`src/source/uce_pkg.sv`:
```
`default_nettype none

package uce_pkg;

  localparam int PADDR_W = 32;
  localparam int FILL_W = 64;
  localparam int BLOCK_W = 256;
  localparam int BEATS = BLOCK_W / FILL_W;
  localparam int BEAT_W = $clog2(BEATS);
  localparam int OFFSET_W = $clog2(BLOCK_W / 8);

  typedef enum logic [1:0] {
    e_miss_load,
    e_uc_load,
    e_uc_store,
    e_clear
  } req_type_e;

  typedef enum logic [1:0] {
    e_mem_rd,
    e_mem_wr,
    e_mem_uc_rd,
    e_mem_uc_wr
  } mem_msg_e;

  typedef enum logic {
    e_data_fill,
    e_data_uncached
  } data_op_e;

  typedef enum logic {
    e_tag_clear,
    e_tag_set
  } tag_op_e;

  typedef enum logic [2:0] {
    e_reset,
    e_clear_tags,
    e_ready,
    e_send_uc,
    e_uc_wait,
    e_miss_fill
  } uce_state_e;

endpackage

`default_nettype wire

```
`src/source/uce_mem_if.sv`:
```
`default_nettype none

interface uce_mem_if
  import uce_pkg::*;
();

  logic cmd_v;
  logic cmd_ready;
  mem_msg_e cmd_type;
  logic [PADDR_W-1:0] cmd_addr;
  logic [FILL_W-1:0] cmd_data;

  modport builder (output cmd_type, output cmd_addr, output cmd_data);

  modport fsm (output cmd_v, input cmd_ready);

  // credit counting only watches the handshake
  modport counter (input cmd_v, input cmd_ready);

endinterface

`default_nettype wire

```
`src/source/uce_cmd_builder.sv`:
```
`default_nettype none

module uce_cmd_builder
  import uce_pkg::*;
#(
  parameter int sets_p = 16
) (
  input  uce_state_e                         state_i,
  input  logic [PADDR_W-1:0]                 req_addr_i,
  input  logic [FILL_W-1:0]                  req_data_i,
  input  req_type_e                          stored_type_i,
  input  logic [PADDR_W-1:0]                 stored_addr_i,
  input  logic [FILL_W-1:0]                  stored_data_i,
  input  logic [$clog2(sets_p)-1:0]          stored_index_i,
  input  logic [PADDR_W-OFFSET_W-$clog2(sets_p)-1:0] stored_tag_i,
  input  logic [BEAT_W-1:0]                  cmd_beat_i,
  uce_mem_if.builder                         mem
);

  always_comb
  begin
    case (state_i)
      e_ready:
      begin
        mem.cmd_type = e_mem_uc_wr;
        mem.cmd_addr = req_addr_i;
        mem.cmd_data = req_data_i;
      end
      e_send_uc:
      begin
        mem.cmd_type = (stored_type_i == e_uc_store) ? e_mem_uc_wr : e_mem_uc_rd;
        mem.cmd_addr = stored_addr_i;
        mem.cmd_data = stored_data_i;
      end
      default:
      begin
        // beats walk the block in ascending order, one fill width apart
        mem.cmd_type = e_mem_rd;
        mem.cmd_addr = {stored_tag_i, stored_index_i, cmd_beat_i, (OFFSET_W - BEAT_W)'(0)};
        mem.cmd_data = '0;
      end
    endcase
  end

endmodule

`default_nettype wire

```
`src/source/uce_counters.sv`:
```
`default_nettype none

module uce_counters
  import uce_pkg::*;
#(
  parameter int sets_p = 16,
  parameter int credits_p = 4
) (
  input  logic                      clk_i,
  input  logic                      reset_i,
  input  logic                      index_up_i,
  input  logic                      cmd_beat_clear_i,
  input  logic                      resp_beat_up_i,
  input  logic                      resp_taken_i,
  uce_mem_if.counter                mem,
  output logic [$clog2(sets_p)-1:0] index_o,
  output logic                      index_done_o,
  output logic [BEAT_W-1:0]         cmd_beat_o,
  output logic                      cmd_beats_done_o,
  output logic                      resp_last_o,
  output logic                      credits_full_o,
  output logic                      credits_empty_o
);

  localparam int CREDIT_W = $clog2(credits_p + 1);

  logic [BEAT_W:0] cmd_cnt_r;
  logic [BEAT_W-1:0] resp_cnt_r;
  logic [CREDIT_W-1:0] credit_r;
  logic cmd_fire;

  assign cmd_fire = mem.cmd_v & mem.cmd_ready;

  // the set index for clearing wraps so a later clear starts at 0 again
  always_ff @(posedge clk_i)
  begin
    if (reset_i)
      index_o <= '0;
    else if (index_up_i)
      index_o <= index_done_o ? '0 : index_o + 1'b1;
  end

  assign index_done_o = (index_o == $clog2(sets_p)'(sets_p - 1));

  always_ff @(posedge clk_i)
  begin
    if (reset_i || cmd_beat_clear_i)
      cmd_cnt_r <= '0;
    else if (cmd_fire && !cmd_beats_done_o)
      cmd_cnt_r <= cmd_cnt_r + 1'b1;
  end

  assign cmd_beat_o = cmd_cnt_r[BEAT_W-1:0];
  assign cmd_beats_done_o = (cmd_cnt_r == (BEAT_W + 1)'(BEATS));

  // fill responses come back in beat order and wrap after the last one
  always_ff @(posedge clk_i)
  begin
    if (reset_i)
      resp_cnt_r <= '0;
    else if (resp_beat_up_i)
      resp_cnt_r <= resp_cnt_r + 1'b1;
  end

  assign resp_last_o = (resp_cnt_r == BEAT_W'(BEATS - 1));

  always_ff @(posedge clk_i)
  begin
    if (reset_i)
      credit_r <= '0;
    else if (cmd_fire && !resp_taken_i)
      credit_r <= credit_r + 1'b1;
    else if (!cmd_fire && resp_taken_i)
      credit_r <= credit_r - 1'b1;
  end

  assign credits_full_o = (credit_r == CREDIT_W'(credits_p));
  assign credits_empty_o = (credit_r == '0);

endmodule

`default_nettype wire

```
`src/source/uce_fill_writer.sv`:
```
`default_nettype none

module uce_fill_writer
  import uce_pkg::*;
#(
  parameter int sets_p = 16,
  parameter int ways_p = 4
) (
  input  uce_state_e                         state_i,
  input  logic [$clog2(sets_p)-1:0]          index_i,
  input  mem_msg_e                           resp_type_i,
  input  logic [PADDR_W-1:0]                 resp_addr_i,
  input  logic [FILL_W-1:0]                  resp_data_i,
  input  logic [$clog2(ways_p)-1:0]          stored_way_i,
  input  logic                               resp_last_i,
  output tag_op_e                            tag_op_o,
  output logic [$clog2(sets_p)-1:0]          tag_index_o,
  output logic [$clog2(ways_p)-1:0]          tag_way_o,
  output logic [PADDR_W-OFFSET_W-$clog2(sets_p)-1:0] tag_o,
  output data_op_e                           data_op_o,
  output logic [$clog2(sets_p)-1:0]          data_index_o,
  output logic [$clog2(ways_p)-1:0]          data_way_o,
  output logic [BEAT_W-1:0]                  data_beat_o,
  output logic [FILL_W-1:0]                  data_o
);

  localparam int INDEX_W = $clog2(sets_p);
  localparam int TAG_W = PADDR_W - OFFSET_W - INDEX_W;

  logic is_clear;

  assign is_clear = (state_i == e_clear_tags);

  assign tag_op_o = (state_i == e_miss_fill && resp_last_i) ? e_tag_set : e_tag_clear;
  assign tag_index_o = is_clear ? index_i : resp_addr_i[OFFSET_W +: INDEX_W];
  assign tag_way_o = is_clear ? '0 : stored_way_i;
  assign tag_o = is_clear ? '0 : resp_addr_i[PADDR_W-1 -: TAG_W];

  // a beat is one dword wide, so the uncached data needs no replication
  assign data_op_o = (resp_type_i == e_mem_uc_rd) ? e_data_uncached : e_data_fill;
  assign data_index_o = resp_addr_i[OFFSET_W +: INDEX_W];
  assign data_way_o = stored_way_i;
  assign data_beat_o = resp_addr_i[OFFSET_W-1 -: BEAT_W];
  assign data_o = resp_data_i;

endmodule

`default_nettype wire

```
`src/source/uce_fsm.sv`:
```
`default_nettype none

module uce_fsm
  import uce_pkg::*;
(
  input  logic       clk_i,
  input  logic       reset_i,
  input  logic       req_v_i,
  input  req_type_e  req_type_i,
  output logic       req_ready_o,
  input  req_type_e  stored_type_i,
  uce_mem_if.fsm     mem,
  input  logic       index_done_i,
  input  logic       cmd_beats_done_i,
  input  logic       resp_last_i,
  input  logic       credits_full_i,
  input  logic       resp_v_i,
  input  mem_msg_e   resp_type_i,
  input  logic       tag_ready_i,
  input  logic       data_ready_i,
  output logic       index_up_o,
  output logic       cmd_beat_clear_o,
  output logic       resp_beat_up_o,
  output logic       resp_taken_o,
  output uce_state_e state_o,
  output logic       tag_v_o,
  output logic       data_v_o,
  output logic       resp_ready_o,
  output logic       busy_o,
  output logic       complete_o
);

  uce_state_e state_r;
  uce_state_e state_n;
  logic store_resp;
  logic load_resp;
  logic load_take;
  logic data_done_r;
  logic tag_done_r;

  assign store_resp = resp_v_i & (resp_type_i inside {e_mem_wr, e_mem_uc_wr});
  assign load_resp = resp_v_i & (resp_type_i inside {e_mem_rd, e_mem_uc_rd});

  always_comb
  begin
    state_n = state_r;
    req_ready_o = 1'b0;
    mem.cmd_v = 1'b0;
    tag_v_o = 1'b0;
    data_v_o = 1'b0;
    index_up_o = 1'b0;
    load_take = 1'b0;
    complete_o = 1'b0;
    case (state_r)
      e_reset:
        state_n = e_clear_tags;
      e_clear_tags:
      begin
        tag_v_o = 1'b1;
        index_up_o = tag_ready_i;
        complete_o = index_done_i & tag_ready_i;
        if (complete_o)
          state_n = e_ready;
      end
      e_ready:
      begin
        // uncached stores leave straight from here and finish on the command
        if (req_type_i == e_uc_store)
        begin
          mem.cmd_v = req_v_i & ~credits_full_i;
          req_ready_o = mem.cmd_v & mem.cmd_ready;
          complete_o = req_ready_o;
        end
        else
        begin
          req_ready_o = 1'b1;
          if (req_v_i)
          begin
            case (req_type_i)
              e_clear:   state_n = e_clear_tags;
              e_uc_load: state_n = e_send_uc;
              default:   state_n = e_miss_fill;
            endcase
          end
        end
      end
      e_send_uc:
      begin
        mem.cmd_v = ~credits_full_i;
        if (mem.cmd_v && mem.cmd_ready)
        begin
          complete_o = (stored_type_i == e_uc_store);
          state_n = complete_o ? e_ready : e_uc_wait;
        end
      end
      e_uc_wait:
      begin
        data_v_o = load_resp;
        load_take = load_resp & data_ready_i;
        complete_o = load_take;
        if (load_take)
          state_n = e_ready;
      end
      e_miss_fill:
      begin
        mem.cmd_v = ~cmd_beats_done_i & ~credits_full_i;
        // the last beat also writes the tag, and the response waits for both
        data_v_o = load_resp & ~data_done_r;
        tag_v_o = load_resp & resp_last_i & ~tag_done_r;
        load_take = load_resp & (data_done_r | data_ready_i)
                    & (~resp_last_i | tag_done_r | tag_ready_i);
        complete_o = load_take & resp_last_i;
        if (complete_o)
          state_n = e_ready;
      end
      default:
        state_n = e_reset;
    endcase
  end

  always_ff @(posedge clk_i)
  begin
    if (reset_i)
      state_r <= e_reset;
    else
      state_r <= state_n;
  end

  // remembers a packet that went out while its partner is still stalled
  always_ff @(posedge clk_i)
  begin
    if (reset_i || load_take)
    begin
      data_done_r <= 1'b0;
      tag_done_r <= 1'b0;
    end
    else
    begin
      if (data_v_o && data_ready_i)
        data_done_r <= 1'b1;
      if (state_r == e_miss_fill && tag_v_o && tag_ready_i)
        tag_done_r <= 1'b1;
    end
  end

  assign resp_ready_o = store_resp | load_take;
  assign resp_taken_o = resp_v_i & resp_ready_o;
  assign resp_beat_up_o = load_take & (state_r == e_miss_fill);
  assign cmd_beat_clear_o = req_v_i & req_ready_o;
  assign busy_o = (state_r == e_reset) | (state_r == e_clear_tags);
  assign state_o = state_r;

endmodule

`default_nettype wire

```
`src/source/uce_req_buffer.sv`:
```
`default_nettype none

module uce_req_buffer
  import uce_pkg::*;
#(
  parameter int sets_p = 16,
  parameter int ways_p = 4
) (
  input  logic                               clk_i,
  input  logic                               reset_i,
  input  logic                               accept_i,
  input  req_type_e                          req_type_i,
  input  logic [PADDR_W-1:0]                 req_addr_i,
  input  logic [FILL_W-1:0]                  req_data_i,
  input  logic [$clog2(ways_p)-1:0]          req_way_i,
  output req_type_e                          type_o,
  output logic [PADDR_W-1:0]                 addr_o,
  output logic [FILL_W-1:0]                  data_o,
  output logic [$clog2(ways_p)-1:0]          way_o,
  output logic [$clog2(sets_p)-1:0]          index_o,
  output logic [PADDR_W-OFFSET_W-$clog2(sets_p)-1:0] tag_o
);

  localparam int INDEX_W = $clog2(sets_p);
  localparam int TAG_W = PADDR_W - OFFSET_W - INDEX_W;

  always_ff @(posedge clk_i)
  begin
    if (reset_i)
      type_o <= e_miss_load;
    else if (accept_i)
      type_o <= req_type_i;
  end

  always_ff @(posedge clk_i)
  begin
    if (accept_i)
    begin
      addr_o <= req_addr_i;
      data_o <= req_data_i;
      way_o <= req_way_i;
    end
  end

  assign index_o = addr_o[OFFSET_W +: INDEX_W];
  assign tag_o = addr_o[PADDR_W-1 -: TAG_W];

endmodule

`default_nettype wire

```
`src/source/uce_top.sv`:
```
`default_nettype none

module uce_top
  import uce_pkg::*;
#(
  parameter int sets_p = 16,
  parameter int ways_p = 4,
  parameter int credits_p = 4
) (
  input  logic                               clk_i,
  input  logic                               reset_i,
  input  logic                               req_v_i,
  output logic                               req_ready_o,
  input  req_type_e                          req_type_i,
  input  logic [PADDR_W-1:0]                 req_addr_i,
  input  logic [FILL_W-1:0]                  req_data_i,
  input  logic [$clog2(ways_p)-1:0]          req_way_i,
  output logic                               cmd_v_o,
  input  logic                               cmd_ready_i,
  output mem_msg_e                           cmd_type_o,
  output logic [PADDR_W-1:0]                 cmd_addr_o,
  output logic [FILL_W-1:0]                  cmd_data_o,
  input  logic                               resp_v_i,
  output logic                               resp_ready_o,
  input  mem_msg_e                           resp_type_i,
  input  logic [PADDR_W-1:0]                 resp_addr_i,
  input  logic [FILL_W-1:0]                  resp_data_i,
  output logic                               tag_v_o,
  input  logic                               tag_ready_i,
  output tag_op_e                            tag_op_o,
  output logic [$clog2(sets_p)-1:0]          tag_index_o,
  output logic [$clog2(ways_p)-1:0]          tag_way_o,
  output logic [PADDR_W-OFFSET_W-$clog2(sets_p)-1:0] tag_o,
  output logic                               data_v_o,
  input  logic                               data_ready_i,
  output data_op_e                           data_op_o,
  output logic [$clog2(sets_p)-1:0]          data_index_o,
  output logic [$clog2(ways_p)-1:0]          data_way_o,
  output logic [BEAT_W-1:0]                  data_beat_o,
  output logic [FILL_W-1:0]                  data_o,
  output logic                               busy_o,
  output logic                               complete_o,
  output logic                               credits_full_o,
  output logic                               credits_empty_o
);

  localparam int INDEX_W = $clog2(sets_p);
  localparam int WAY_W = $clog2(ways_p);
  localparam int TAG_W = PADDR_W - OFFSET_W - INDEX_W;

  req_type_e stored_type;
  logic [PADDR_W-1:0] stored_addr;
  logic [FILL_W-1:0] stored_data;
  logic [WAY_W-1:0] stored_way;
  logic [INDEX_W-1:0] stored_index;
  logic [TAG_W-1:0] stored_tag;
  logic [INDEX_W-1:0] clear_index;
  logic [BEAT_W-1:0] cmd_beat;
  uce_state_e state;
  logic index_done;
  logic cmd_beats_done;
  logic resp_last;
  logic index_up;
  logic cmd_beat_clear;
  logic resp_beat_up;
  logic resp_taken;

  uce_mem_if mem ();

  assign cmd_v_o = mem.cmd_v;
  assign mem.cmd_ready = cmd_ready_i;
  assign cmd_type_o = mem.cmd_type;
  assign cmd_addr_o = mem.cmd_addr;
  assign cmd_data_o = mem.cmd_data;

  uce_req_buffer #(.sets_p(sets_p), .ways_p(ways_p)) u_req_buffer (
    .clk_i(clk_i), .reset_i(reset_i), .accept_i(req_v_i & req_ready_o),
    .req_type_i(req_type_i), .req_addr_i(req_addr_i),
    .req_data_i(req_data_i), .req_way_i(req_way_i),
    .type_o(stored_type), .addr_o(stored_addr), .data_o(stored_data),
    .way_o(stored_way), .index_o(stored_index), .tag_o(stored_tag)
  );

  uce_counters #(.sets_p(sets_p), .credits_p(credits_p)) u_counters (
    .clk_i(clk_i), .reset_i(reset_i), .index_up_i(index_up),
    .cmd_beat_clear_i(cmd_beat_clear), .resp_beat_up_i(resp_beat_up),
    .resp_taken_i(resp_taken), .mem(mem.counter),
    .index_o(clear_index), .index_done_o(index_done),
    .cmd_beat_o(cmd_beat), .cmd_beats_done_o(cmd_beats_done),
    .resp_last_o(resp_last), .credits_full_o(credits_full_o),
    .credits_empty_o(credits_empty_o)
  );

  uce_fsm u_fsm (
    .clk_i(clk_i), .reset_i(reset_i), .req_v_i(req_v_i), .req_type_i(req_type_i),
    .req_ready_o(req_ready_o), .stored_type_i(stored_type), .mem(mem.fsm),
    .index_done_i(index_done), .cmd_beats_done_i(cmd_beats_done),
    .resp_last_i(resp_last), .credits_full_i(credits_full_o),
    .resp_v_i(resp_v_i), .resp_type_i(resp_type_i),
    .tag_ready_i(tag_ready_i), .data_ready_i(data_ready_i),
    .index_up_o(index_up), .cmd_beat_clear_o(cmd_beat_clear),
    .resp_beat_up_o(resp_beat_up), .resp_taken_o(resp_taken), .state_o(state),
    .tag_v_o(tag_v_o), .data_v_o(data_v_o), .resp_ready_o(resp_ready_o),
    .busy_o(busy_o), .complete_o(complete_o)
  );

  uce_cmd_builder #(.sets_p(sets_p)) u_cmd_builder (
    .state_i(state), .req_addr_i(req_addr_i), .req_data_i(req_data_i),
    .stored_type_i(stored_type), .stored_addr_i(stored_addr),
    .stored_data_i(stored_data), .stored_index_i(stored_index),
    .stored_tag_i(stored_tag), .cmd_beat_i(cmd_beat), .mem(mem.builder)
  );

  uce_fill_writer #(.sets_p(sets_p), .ways_p(ways_p)) u_fill_writer (
    .state_i(state), .index_i(clear_index), .resp_type_i(resp_type_i),
    .resp_addr_i(resp_addr_i), .resp_data_i(resp_data_i),
    .stored_way_i(stored_way), .resp_last_i(resp_last),
    .tag_op_o(tag_op_o), .tag_index_o(tag_index_o), .tag_way_o(tag_way_o),
    .tag_o(tag_o), .data_op_o(data_op_o), .data_index_o(data_index_o),
    .data_way_o(data_way_o), .data_beat_o(data_beat_o), .data_o(data_o)
  );

endmodule

`default_nettype wire

```
`config.mk`:
```
export PLATFORM = sky130hd
export DESIGN_NAME = uce_top
export DESIGN_NICKNAME = d
export VERILOG_FILES = /design/src/source/uce_pkg.sv /design/src/source/uce_mem_if.sv /design/src/source/uce_cmd_builder.sv /design/src/source/uce_counters.sv /design/src/source/uce_fill_writer.sv /design/src/source/uce_fsm.sv /design/src/source/uce_req_buffer.sv /design/src/source/uce_top.sv
export SDC_FILE = /design/constraint.sdc
export NUM_CORES = 1
export LEC_CHECK = 0
export ABC_AREA = 1
export BUFFER_PORTS_ARGS = -buffer_cell sky130_fd_sc_hd__buf_2
export CELL_PAD_IN_SITES_DETAIL_PLACEMENT = 1
export CELL_PAD_IN_SITES_GLOBAL_PLACEMENT = 2
export CORE_ASPECT_RATIO = 0.6
export CORE_MARGIN = 8
export CORE_UTILIZATION = 24
export CTS_CLUSTER_SIZE = 8
export DETAILED_ROUTE_END_ITERATION = 16
export GPL_TIMING_DRIVEN = 1
export PLACE_DENSITY_LB_ADDON = 0.1
export SYNTH_ARGS = -nofsm -noshare
export SYNTH_HDL_FRONTEND = slang
export SYNTH_HIERARCHICAL = 1
export SYNTH_SLANG_ARGS = --single-unit
```
`constraint.sdc`:
```
create_clock -name clk_i -period 3.87 [get_ports clk_i]
set_clock_uncertainty 0.05 [all_clocks]
set_input_delay 0 -clock clk_i [delete_from_list [all_inputs] [get_ports clk_i]]
set_output_delay 0 -clock clk_i [all_outputs]
set_load 0.005 [all_outputs]
```
After elaboration in Yosys (flattened, before gate mapping)
Cells that the tools add are included.

word-level totals
  flip-flop bits (word level) = 117
  word-level logic and storage cells = 117
  output and inout bits = 210
  bits of input ports = 205

operators by class
  $add $sub $neg = 5
  bitwise operators = 27
  mux-type cells = 32
  reduce and logical (&&, ||, !) cells = 20
  eq/ne operators = 22

operator list
  operator                                                                number
  64-bit one-hot mux with 2 select lines                                  1
  32-bit one-hot mux with 2 select lines                                  1
  3-bit two-way mux                                                       9
  23-bit two-way mux                                                      1
  3-bit one-hot mux with 6 select lines                                   1
  1-bit bitwise AND                                                       17
  2-bit equality test (second input constant)                             6
  3-bit equality test (second input constant)                             4
  2-bit inequality test (second input constant)                           5
  1-bit two-way mux                                                       9
  1-bit logical AND                                                       8
  4-bit two-way mux                                                       2
  3-bit by 1-bit adder with 3-bit output (second input constant)          2
  3-bit by 2-bit equality test with 1-bit output (second input constant)  2
  3-bit zero test                                                         2
  1-bit one-hot mux with 2 select lines                                   3
  3-bit one-hot mux with 2 select lines                                   1
  6-bit AND reduction                                                     1
  2-bit nonzero test                                                      3
  1-bit NOT                                                               5
  1-bit bitwise OR                                                        5
  1-bit one-hot mux with 5 select lines                                   1
  4-bit by 1-bit adder with 4-bit output (second input constant)          1
  2-bit by 1-bit equality test with 1-bit output (second input constant)  2
  11 further kinds                                                        14

Logic depth before layout (Yosys ltp)
Gate-level depths: netlist (run 1).

  depth in word-level cells = 11
  gate-level depth with buffers = 18
  mapped depth without buffers = 18

By module
Netlist (run 1), hierarchy kept.

by module, submodules not included
  module           times used  cells an instance  area each (µm²)
  uce_req_buffer   1           138                3226.8
  uce_cmd_builder  1           376                2087.0
  uce_fill_writer  1           145                847.1
  uce_counters     1           88                 650.6
  uce_fsm          1           102                545.5
  uce_top          1           2                  7.5

Worst setup path after synthesis (run 1)
No wires, ideal clock.

  path type = reg2reg
  from = register u_fsm.state_r[0] (netlist: u_fsm/state_o[0])
  to = register u_req_buffer.addr_o[0] (enable)
  slack = 0.357 ns
  period minus slack after synthesis = 3.513 ns
  required time = 3.365 ns
  stages on the path, launching flop included = 7
  arrival = 3.009 ns
  buffers on the path = 1
  cell sequence = dfxtp_1 -> buf_6 -> nor2_1 -> nand2_1 -> a21oi_1 -> nand2_1 -> inv_1

between the ends
  longest elaborated chain between the ends = 3

ends and longest elaborated chain
  what                                            RTL line              RTL
  start, declared                                 uce_fsm.sv:33         uce_state_e state_r;
  start signal, assigned                          uce_fsm.sv:124        state_r <= e_reset;
  start signal, assigned                          uce_fsm.sv:126        state_r <= state_n;
  3-bit by 2-bit equality test with 1-bit output  uce_fsm.sv:54         case (state_r)
  1-bit two-way mux                               uce_fsm.sv:54
  via req_ready_o                                 uce_top.sv:13         output logic req_ready_o,
  1-bit bitwise AND                               uce_top.sv:77         .clk_i(clk_i), .reset_i(reset_i), .accept_i(req_v_i & req_ready_o),
  end signal, assigned                            uce_req_buffer.sv:39  addr_o <= req_addr_i;
  end, declared                                   uce_req_buffer.sv:17  output logic [PADDR_W-1:0] addr_o,

The timed path passes the listed nets, and every way through them passes these cells.
A chain may end at the register's enable or synchronous reset.

Worst setup path after layout (run 1)
  from = register u_fsm.state_r[2] (netlist: u_fsm/state_o[2])
  to = output cmd_data_o[16]

between the ends
  longest elaborated chain between the ends = 2
  elaborated cells on any way between the ends = 3
  those cells by class = 2 x eq/ne; 1 x mux

ends and longest elaborated chain
  what                                            RTL line               RTL
  3-bit by 2-bit equality test with 1-bit output  uce_cmd_builder.sv:22  case (state_i)
  64-bit one-hot mux with 2 select lines *        uce_cmd_builder.sv:22
  end, declared                                   uce_top.sv:22          output logic [FILL_W-1:0] cmd_data_o,

Every way passes the cells marked *; elsewhere a longest branch is shown, timed or not.

==> qor.yml, run 1 <==
p_comb_share_pct: 41.7
regToRegSetupSlack_ns: 1.08
critPathArrivalTime_ns: 2.74
utilization_pct: 35.0
synthCells: 851
clk_path_buf_depth: 2
fin_crit_sh_pct: 72.1
maxSlewViolCount: 0
core_area_um2: 30100
tightest_slew_ns: 0.996
ys_ff_latch: 117
yosysSeqAreaShare_pct: 45.1
clock_latency_ns: 0.43
synth_cell_types: 34
rsz0062_at_grt: "false"
ys_warn_count: 6
grt_max_degree: 83
critPathMaxFanout: 78
routedWlPerCell_um: 19.3
met2_usage_pct: 26.0
finalSetupViolCount: 0
layout-drive-gt1-share_pct: 31.0
swShare_pct: 39.9
grt_usage_pct: 16.0
grt_pass1_wl_mm: 46.2
io_buffers: 279
num_rows: 49
totalWireLength_mm: 30.8
vias: 7078
relSlewSlack_pct: 33.6
ios: 415
start_util_pct: 24.5
grt_use_met3_pct: 4.67
worstPathRequired_ns: 3.82
cts_root_buf: "clkbuf_16"
leakagePower_nw: 4.88
internal_power_mw: 3.21
die_w_um: 242
finalHoldViolCount: 0
dpl.hpwl_mm: 20.0
gr-usage-met1_pct: 20.7
crit_path_start_kind: "flop"
clock-sinks: 117
synthesis.nets: 1062
grt_pass1_vias: 7485
synthToLayoutAreaGrowth_pct: 43.2
hold_class: "in2reg"
die_h_um: 152
cts.htree.levels: 4
cp-end-kind: "output pin"
fin_nets: 1385
finalSetupTns_ns: 0
cts_tree: "done"
synthesis.area_um2: 7360
drtIter0Drc: 357
pwr-share-clk_pct: 28.4
cts_resized: 0
antenna_found_initial: 1
fmax_mhz: 359
min_period_ns: 2.79
ant_nets: 0
critPathMaxStageDelay_ns: 0.79
cts.clk_slew.worst_paths_ns: 0.06
globalplace.congestion: 0.737
cap_violations: 0
critPathKind: "reg2out"
cp_slowest_cell: "buf_4"
cp_cell_sequence: "inv_4, buf_4, nand4_1, o21ai_0, buf_2"
status: "finished, final reports clean"
synth.avg_cell_area_um2: 8.65
cellPowerDensity_nw_per_um2: 507
routed_via_density: 4.44
grt-ovfl-total: 0
p_sw_mw: 2.13
cts_buffers: 17
drt-pass1-iter-count: 4
seqPwrFrac_pct: 29.9
die_area_um2: 36700
ir_drop_mv: 0.267
top_usage_layer: "met2"
drc: 0
## worst paths after layout
kind,from,end,depth (start not counted)
worst max-delay path,u_fsm/state_o[2],cmd_data_o[16],5
worst min-delay path,resp_v_i,u_fsm/tag_done_r,5
worst max register to register,u_fsm/state_o[0],u_counters/credit_r[2],16
worst min register to register,u_fsm/data_done_r,u_fsm/data_done_r,2
## area by class of cell
cell class                      count  area, µm²
Sequential cell                   117       3330
Clock buffer                       18        429
Fill cell                        3559      19600
Clock inverter                     13        116
Tap cell                          408        510
Multi-Input combinational cell    440       2420
Antenna cell                        1       2.50
Timing Repair Buffer              460       3210
Inverter                          138        526
## per-layer routing
metal  vias up  part of all wire [%]  wire length (µm)
met2       192                    47             14600
met5         -                     0                 0
met3        29                   5.0              1540
li1       3455                     -                 -
met4         0                   1.8               557
met1      3402                    46             14100
## metrics by stage
step	power, mW	std cells	hold WS, ns	worst slack, ns	area (µm²)
5_1_grt	5.74	1595	0.0606	0.747	10500
6_report	5.34	1595	0.0551	1.08	10500
2_1_floorplan	2.97	851	-0.0189	0.357	7360
3_5_place_dp	3.74	1391	-0.0500	1.08	8280
4_1_cts	5.47	1594	0.0223	1.02	10500
3_3_place_gp	3.75	1391	-0.0500	1.13	8280
## logic make-up after synthesis
kind of cell,Yosys count,share of synthesized area [%]
buffers and inverters,294,22.0
adder cells (fa/ha/maj),6,1.12
XOR/XNOR,2,0.238
AND/OR/NAND/NOR,338,23.4
flip-flops,117,45.1
AO/OA/AOI/OAI,94,8.14
## worst max-delay path, delay by kind of cell, from the launching register on
kind	cells	cell delay, ns
DFF	1	0.44
AOI/OAI and AO/OA	1	0.18
buffers and inverters	3	1.47
and+or+nand+nor	1	0.15
## cells in the mapped netlist, drive strengths merged
cell	instances	share of area [%]
a21boi	1	0.10
edfxtp	98	40
a211oi	1	0.10
nand3b	1	0.10
buf	143	14
fa	1	0.27
nand2	121	6.3
o21ai	79	6.9
nand4	131	11
xnor2	1	0.12
a31oi	1	0.085
dfxtp	19	5.2
ha	5	0.85
inv	138	7.1
nor3b	1	0.10
xor2	1	0.12
clkbuf	13	0.66
nor3	7	0.48
o211ai	1	0.10
a21oi	11	0.85
nand3	40	3.0
nor2	37	2.2
## state kept, by name, summed over array words and instances, names as in the netlist
signal and flops:
u_req_buffer/data_o 64, u_req_buffer/addr_o 32, u_counters/index_o 4, u_counters/cmd_cnt_r 3, u_counters/credit_r 3, u_fsm/state_o 3, u_counters/resp_cnt_r 2, u_req_buffer/type_o 2
u_req_buffer/way_o 2, u_fsm/data_done_r 1, u_fsm/tag_done_r 1
## repair_timing
item / CTS / global route
buffers inserted: 0 / 0
hold buffers: 172 / 0
endpoints found under the hold margin: 177 / 0
## cell usage in the layout, fill, tap and decap left out, drive strengths merged, types with 11 or more instances in the layout
cell / count
buf: 288
dlygate4sd3: 172
inv: 138
nand4: 131
nand2: 121
edfxtp: 98
o21ai: 79
nand3: 40
nor2: 37
dfxtp: 19
clkbuf: 18
a21oi: 11
## power groups by stage
stage / logic [mW] / registers (mW) / clock network, mW
after floorplan: 1.36 / 1.61 / 0
after global placement: 2.13 / 1.62 / 0
after detailed placement: 2.12 / 1.62 / 0
after CTS: 2.28 / 1.60 / 1.59
after global routing: 2.49 / 1.61 / 1.64
final: 2.23 / 1.60 / 1.52
(Power assumes the default switching activity.)
==> run 2: changes to the inputs <==
- CORE_UTILIZATION: 24 -> 22
- clock period: 3.87 -> 2.4 ns (I/O delays scaled with it)
==> run 2 against run 1 <==
Non-clock buffer count is 23 higher. First-iteration DRC count is 21% lower. Utilization is 2.1 points lower. Register-to-register slack worse by 0.92 ns. Clock power is 77% higher. Global-route usage is 0.72 points lower.
==> qor.yml, run 2 (synthesis gave the netlist of run 1 again) <==
ios: 415  # unchanged
fmax_mhz: 447
io_buffers: 279  # unchanged
antenna_cells: 0  # was 1
cts_buffers: 17  # unchanged
tightest_slew_ns: 0.613  # was 0.996 ns
top_layer_used: "met4"  # unchanged
die_area_um2: 39800  # was 36700 µm²
largest_reg_flops: 64  # unchanged
num_rows: 52  # was 49
layout_setup_ws_ns: 0.164  # was 1.08 ns
grt_pass1_wl_mm: 47.5  # was 46.2 mm
hold_class: "in2reg"  # unchanged
cpLargestDelayFamily: "simple AND/OR/NAND/NOR gates"  # was buffers and inverters
status: "finished, final reports clean"  # unchanged
cpMostUsedCell: "inv_1"
finalInstanceArea_um2: 11000  # was 10500 µm²
finalHoldViolCount: 0  # unchanged
die_h_um: 158  # was 152 µm
final_common_cell: "buf_2"  # unchanged
cts.htree.levels: 4  # unchanged
cts_root_buf: "clkbuf_16"  # unchanged
maxSlewViolCount: 0  # unchanged
grt_max_degree: 86  # was 83
crit_buf_inv: 6  # was 3
cp-end-kind: "flop"  # was output pin
globalplace.congestion: 0.740  # was 0.737
clock-sinks: 117  # unchanged
crit_path_start_kind: "flop"  # unchanged
rsz0062_at_grt: "true"  # was false
fin_crit_sh_pct: 93.2
wl_met2_mm: 15.3  # was 14.6 mm
relSlewSlack_pct: 59.1  # was 33.6%
grt-ovfl-total: 0  # unchanged
critPathKind: "reg2reg"  # was reg2out
critPathMaxStageDelay_ns: 0.35  # was 0.79 ns
cts_tree: "done"  # unchanged
ir_drop_mv: 0.410  # was 0.267 mV
ant_nets: 0  # unchanged
grt_pass1_vias: 7663  # was 7485
utilization_pct: 32.9  # was 35.0%
routed_via_density: 4.25  # was 4.44
dpl.hpwl_mm: 21.0  # was 20.0 mm
placedCellCount: 1465  # was 1391
min_period_ns: 2.24
drc: 0  # unchanged
post-place-ws_ns: -0.0519  # was 1.08 ns
worstPathRequired_ns: 2.67  # was 3.82 ns
finalPower_mw: 9.17  # was 5.34 mW
finalSetupViolCount: 0  # unchanged
cp_cell_sequence: "inv_1, ha_2, nand2_1, inv_2, nor3_4, nor3_2, nor2_1, nand2_2, inv_1, ha_2, inv_2, fa_2, inv_1, nand2_1, nand3_1, nand2_1, inv_1, nor2_1"  # was inv_4, buf_4, nand4_1, o21ai_0, buf_2
fin_nets: 1408  # was 1385
clock_latency_ns: 0.42  # was 0.43 ns
top_register: "u_req_buffer/data_o"  # unchanged
die_w_um: 252  # was 242 µm
start_util_pct: 22.1  # was 24.5%
antenna_found_initial: 0  # was 1
cts.clk_slew.worst_paths_ns: 0.06  # about the same
synthToLayoutAreaGrowth_pct: 49.0  # was 43.2%
drt-pass1-iter-count: 6  # was 4
cap_violations: 0  # unchanged
cp_slowest_cell: "fa_2"  # was buf_4
drtIter0Drc: 282  # was 357
cellPowerDensity_nw_per_um2: 836  # was 507 nW/µm²
critPathMaxFanout: 2  # was 78
routedWlPerCell_um: 18.9  # was 19.3 µm
grt_usage_pct: 15.3  # was 16.0%
core_area_um2: 33300  # was 30100 µm²
drt-met1-wl_mm: 14.3  # was 14.1 mm
layout-drive-gt1-share_pct: 33.5  # was 31.0%
leakagePower_nw: 5.04  # was 4.88 nW
largestRegisters: "u_req_buffer/data_o (64), u_req_buffer/addr_o (32), u_counters/index_o (4)"  # unchanged
nFillCells: 3961  # was 3559
finalNonFillerCells: 1669  # was 1595
mostFrequentLayoutCells: "buf_2 (279), dlygate4sd3_1 (170), nand4_1 (131), inv_1 (130), nand2_1 (117)"  # was buf_2 (279), dlygate4sd3_1 (172), inv_1 (132), nand4_1 (131), nand2_1 (117)
dr_wl_met3_mm: 1.45  # was 1.54 mm
critPathArrivalTime_ns: 2.51  # was 2.74 ns
totalWireLength_mm: 31.6  # was 30.8 mm
vias: 7087  # was 7078
dpl_cell_area_um2: 8600  # was 8280 µm²
clk_path_buf_depth: 2  # unchanged
[run 2: routing by layer]
metal,global-route usage [%],vias to the layer above
met2,25.7,165
met1,19.6,3397
met3,3.48,26
li1,-,3499
met4,4.28,0
met5,0,-
[run 2: what timing repair did]
item / CTS / global route
hold buffers: 170 / 0
endpoints found under the setup margin: 122 / 16
pin swaps: 0 / 7
hold endpoints to repair: 175 / 0
resized for setup: 3 / 13
setup buffers: 0 / 2
[run 2: worst paths after layout]
check                          startpoint                      to  slack, ns  cells past startpoint
setup / recovery  u_counters/cmd_cnt_r[0]  u_counters/credit_r[2]       0.16                     18
hold / removal                cmd_ready_i  u_counters/credit_r[0]        0.1                      6
setup reg to reg  u_counters/cmd_cnt_r[0]  u_counters/credit_r[2]       0.16                     18
hold reg to reg         u_fsm/data_done_r       u_fsm/data_done_r       0.45                      2
[run 2: layout make-up]
| cell class | instances | area (µm²) | area share [%] |
|---|---|---|---|
| inverter | 138 | 527 | 4.80 |
| timing repair buffer | 483 | 3470 | 31.6 |
| multi-input combinational | 440 | 2470 | 22.5 |
| sequential | 117 | 3330 | 30.4 |
| tap | 459 | 574 | 5.23 |
| clock inverter | 12 | 160 | 1.46 |
| clock buffer | 20 | 437 | 3.98 |
[run 2: worst register-to-register path, stage by stage, from the launching register on]
cell	delay [ns]
dfxtp_2	0.32
inv_1	0.05
ha_2	0.18
nand2_1	0.07
inv_2	0.05
nor3_4	0.14
nor3_2	0.07
nor2_1	0.17
nand2_2	0.07
inv_1	0.06
ha_2	0.18
inv_2	0.05
fa_2	0.35
inv_1	0.06
nand2_1	0.06
nand3_1	0.07
nand2_1	0.05
inv_1	0.05
nor2_1	0.03
[run 2: through the flow]
step	hold WS, ns	setup TNS [ns]
detailed placement	-0.0500	-0.0519
global route	0.125	-0.0426
global placement	-0.0500	-0.0248
floorplan	-0.0189	-50.41
CTS	0.000456	0
finish	0.0978	0
[run 2: report_power, final]
group	internal, mW	leakage, nW	switching (mW)
clock	1.72	0.286	0.976
sequential	2.45	1.05	0.123
combinational	1.43	3.70	2.47
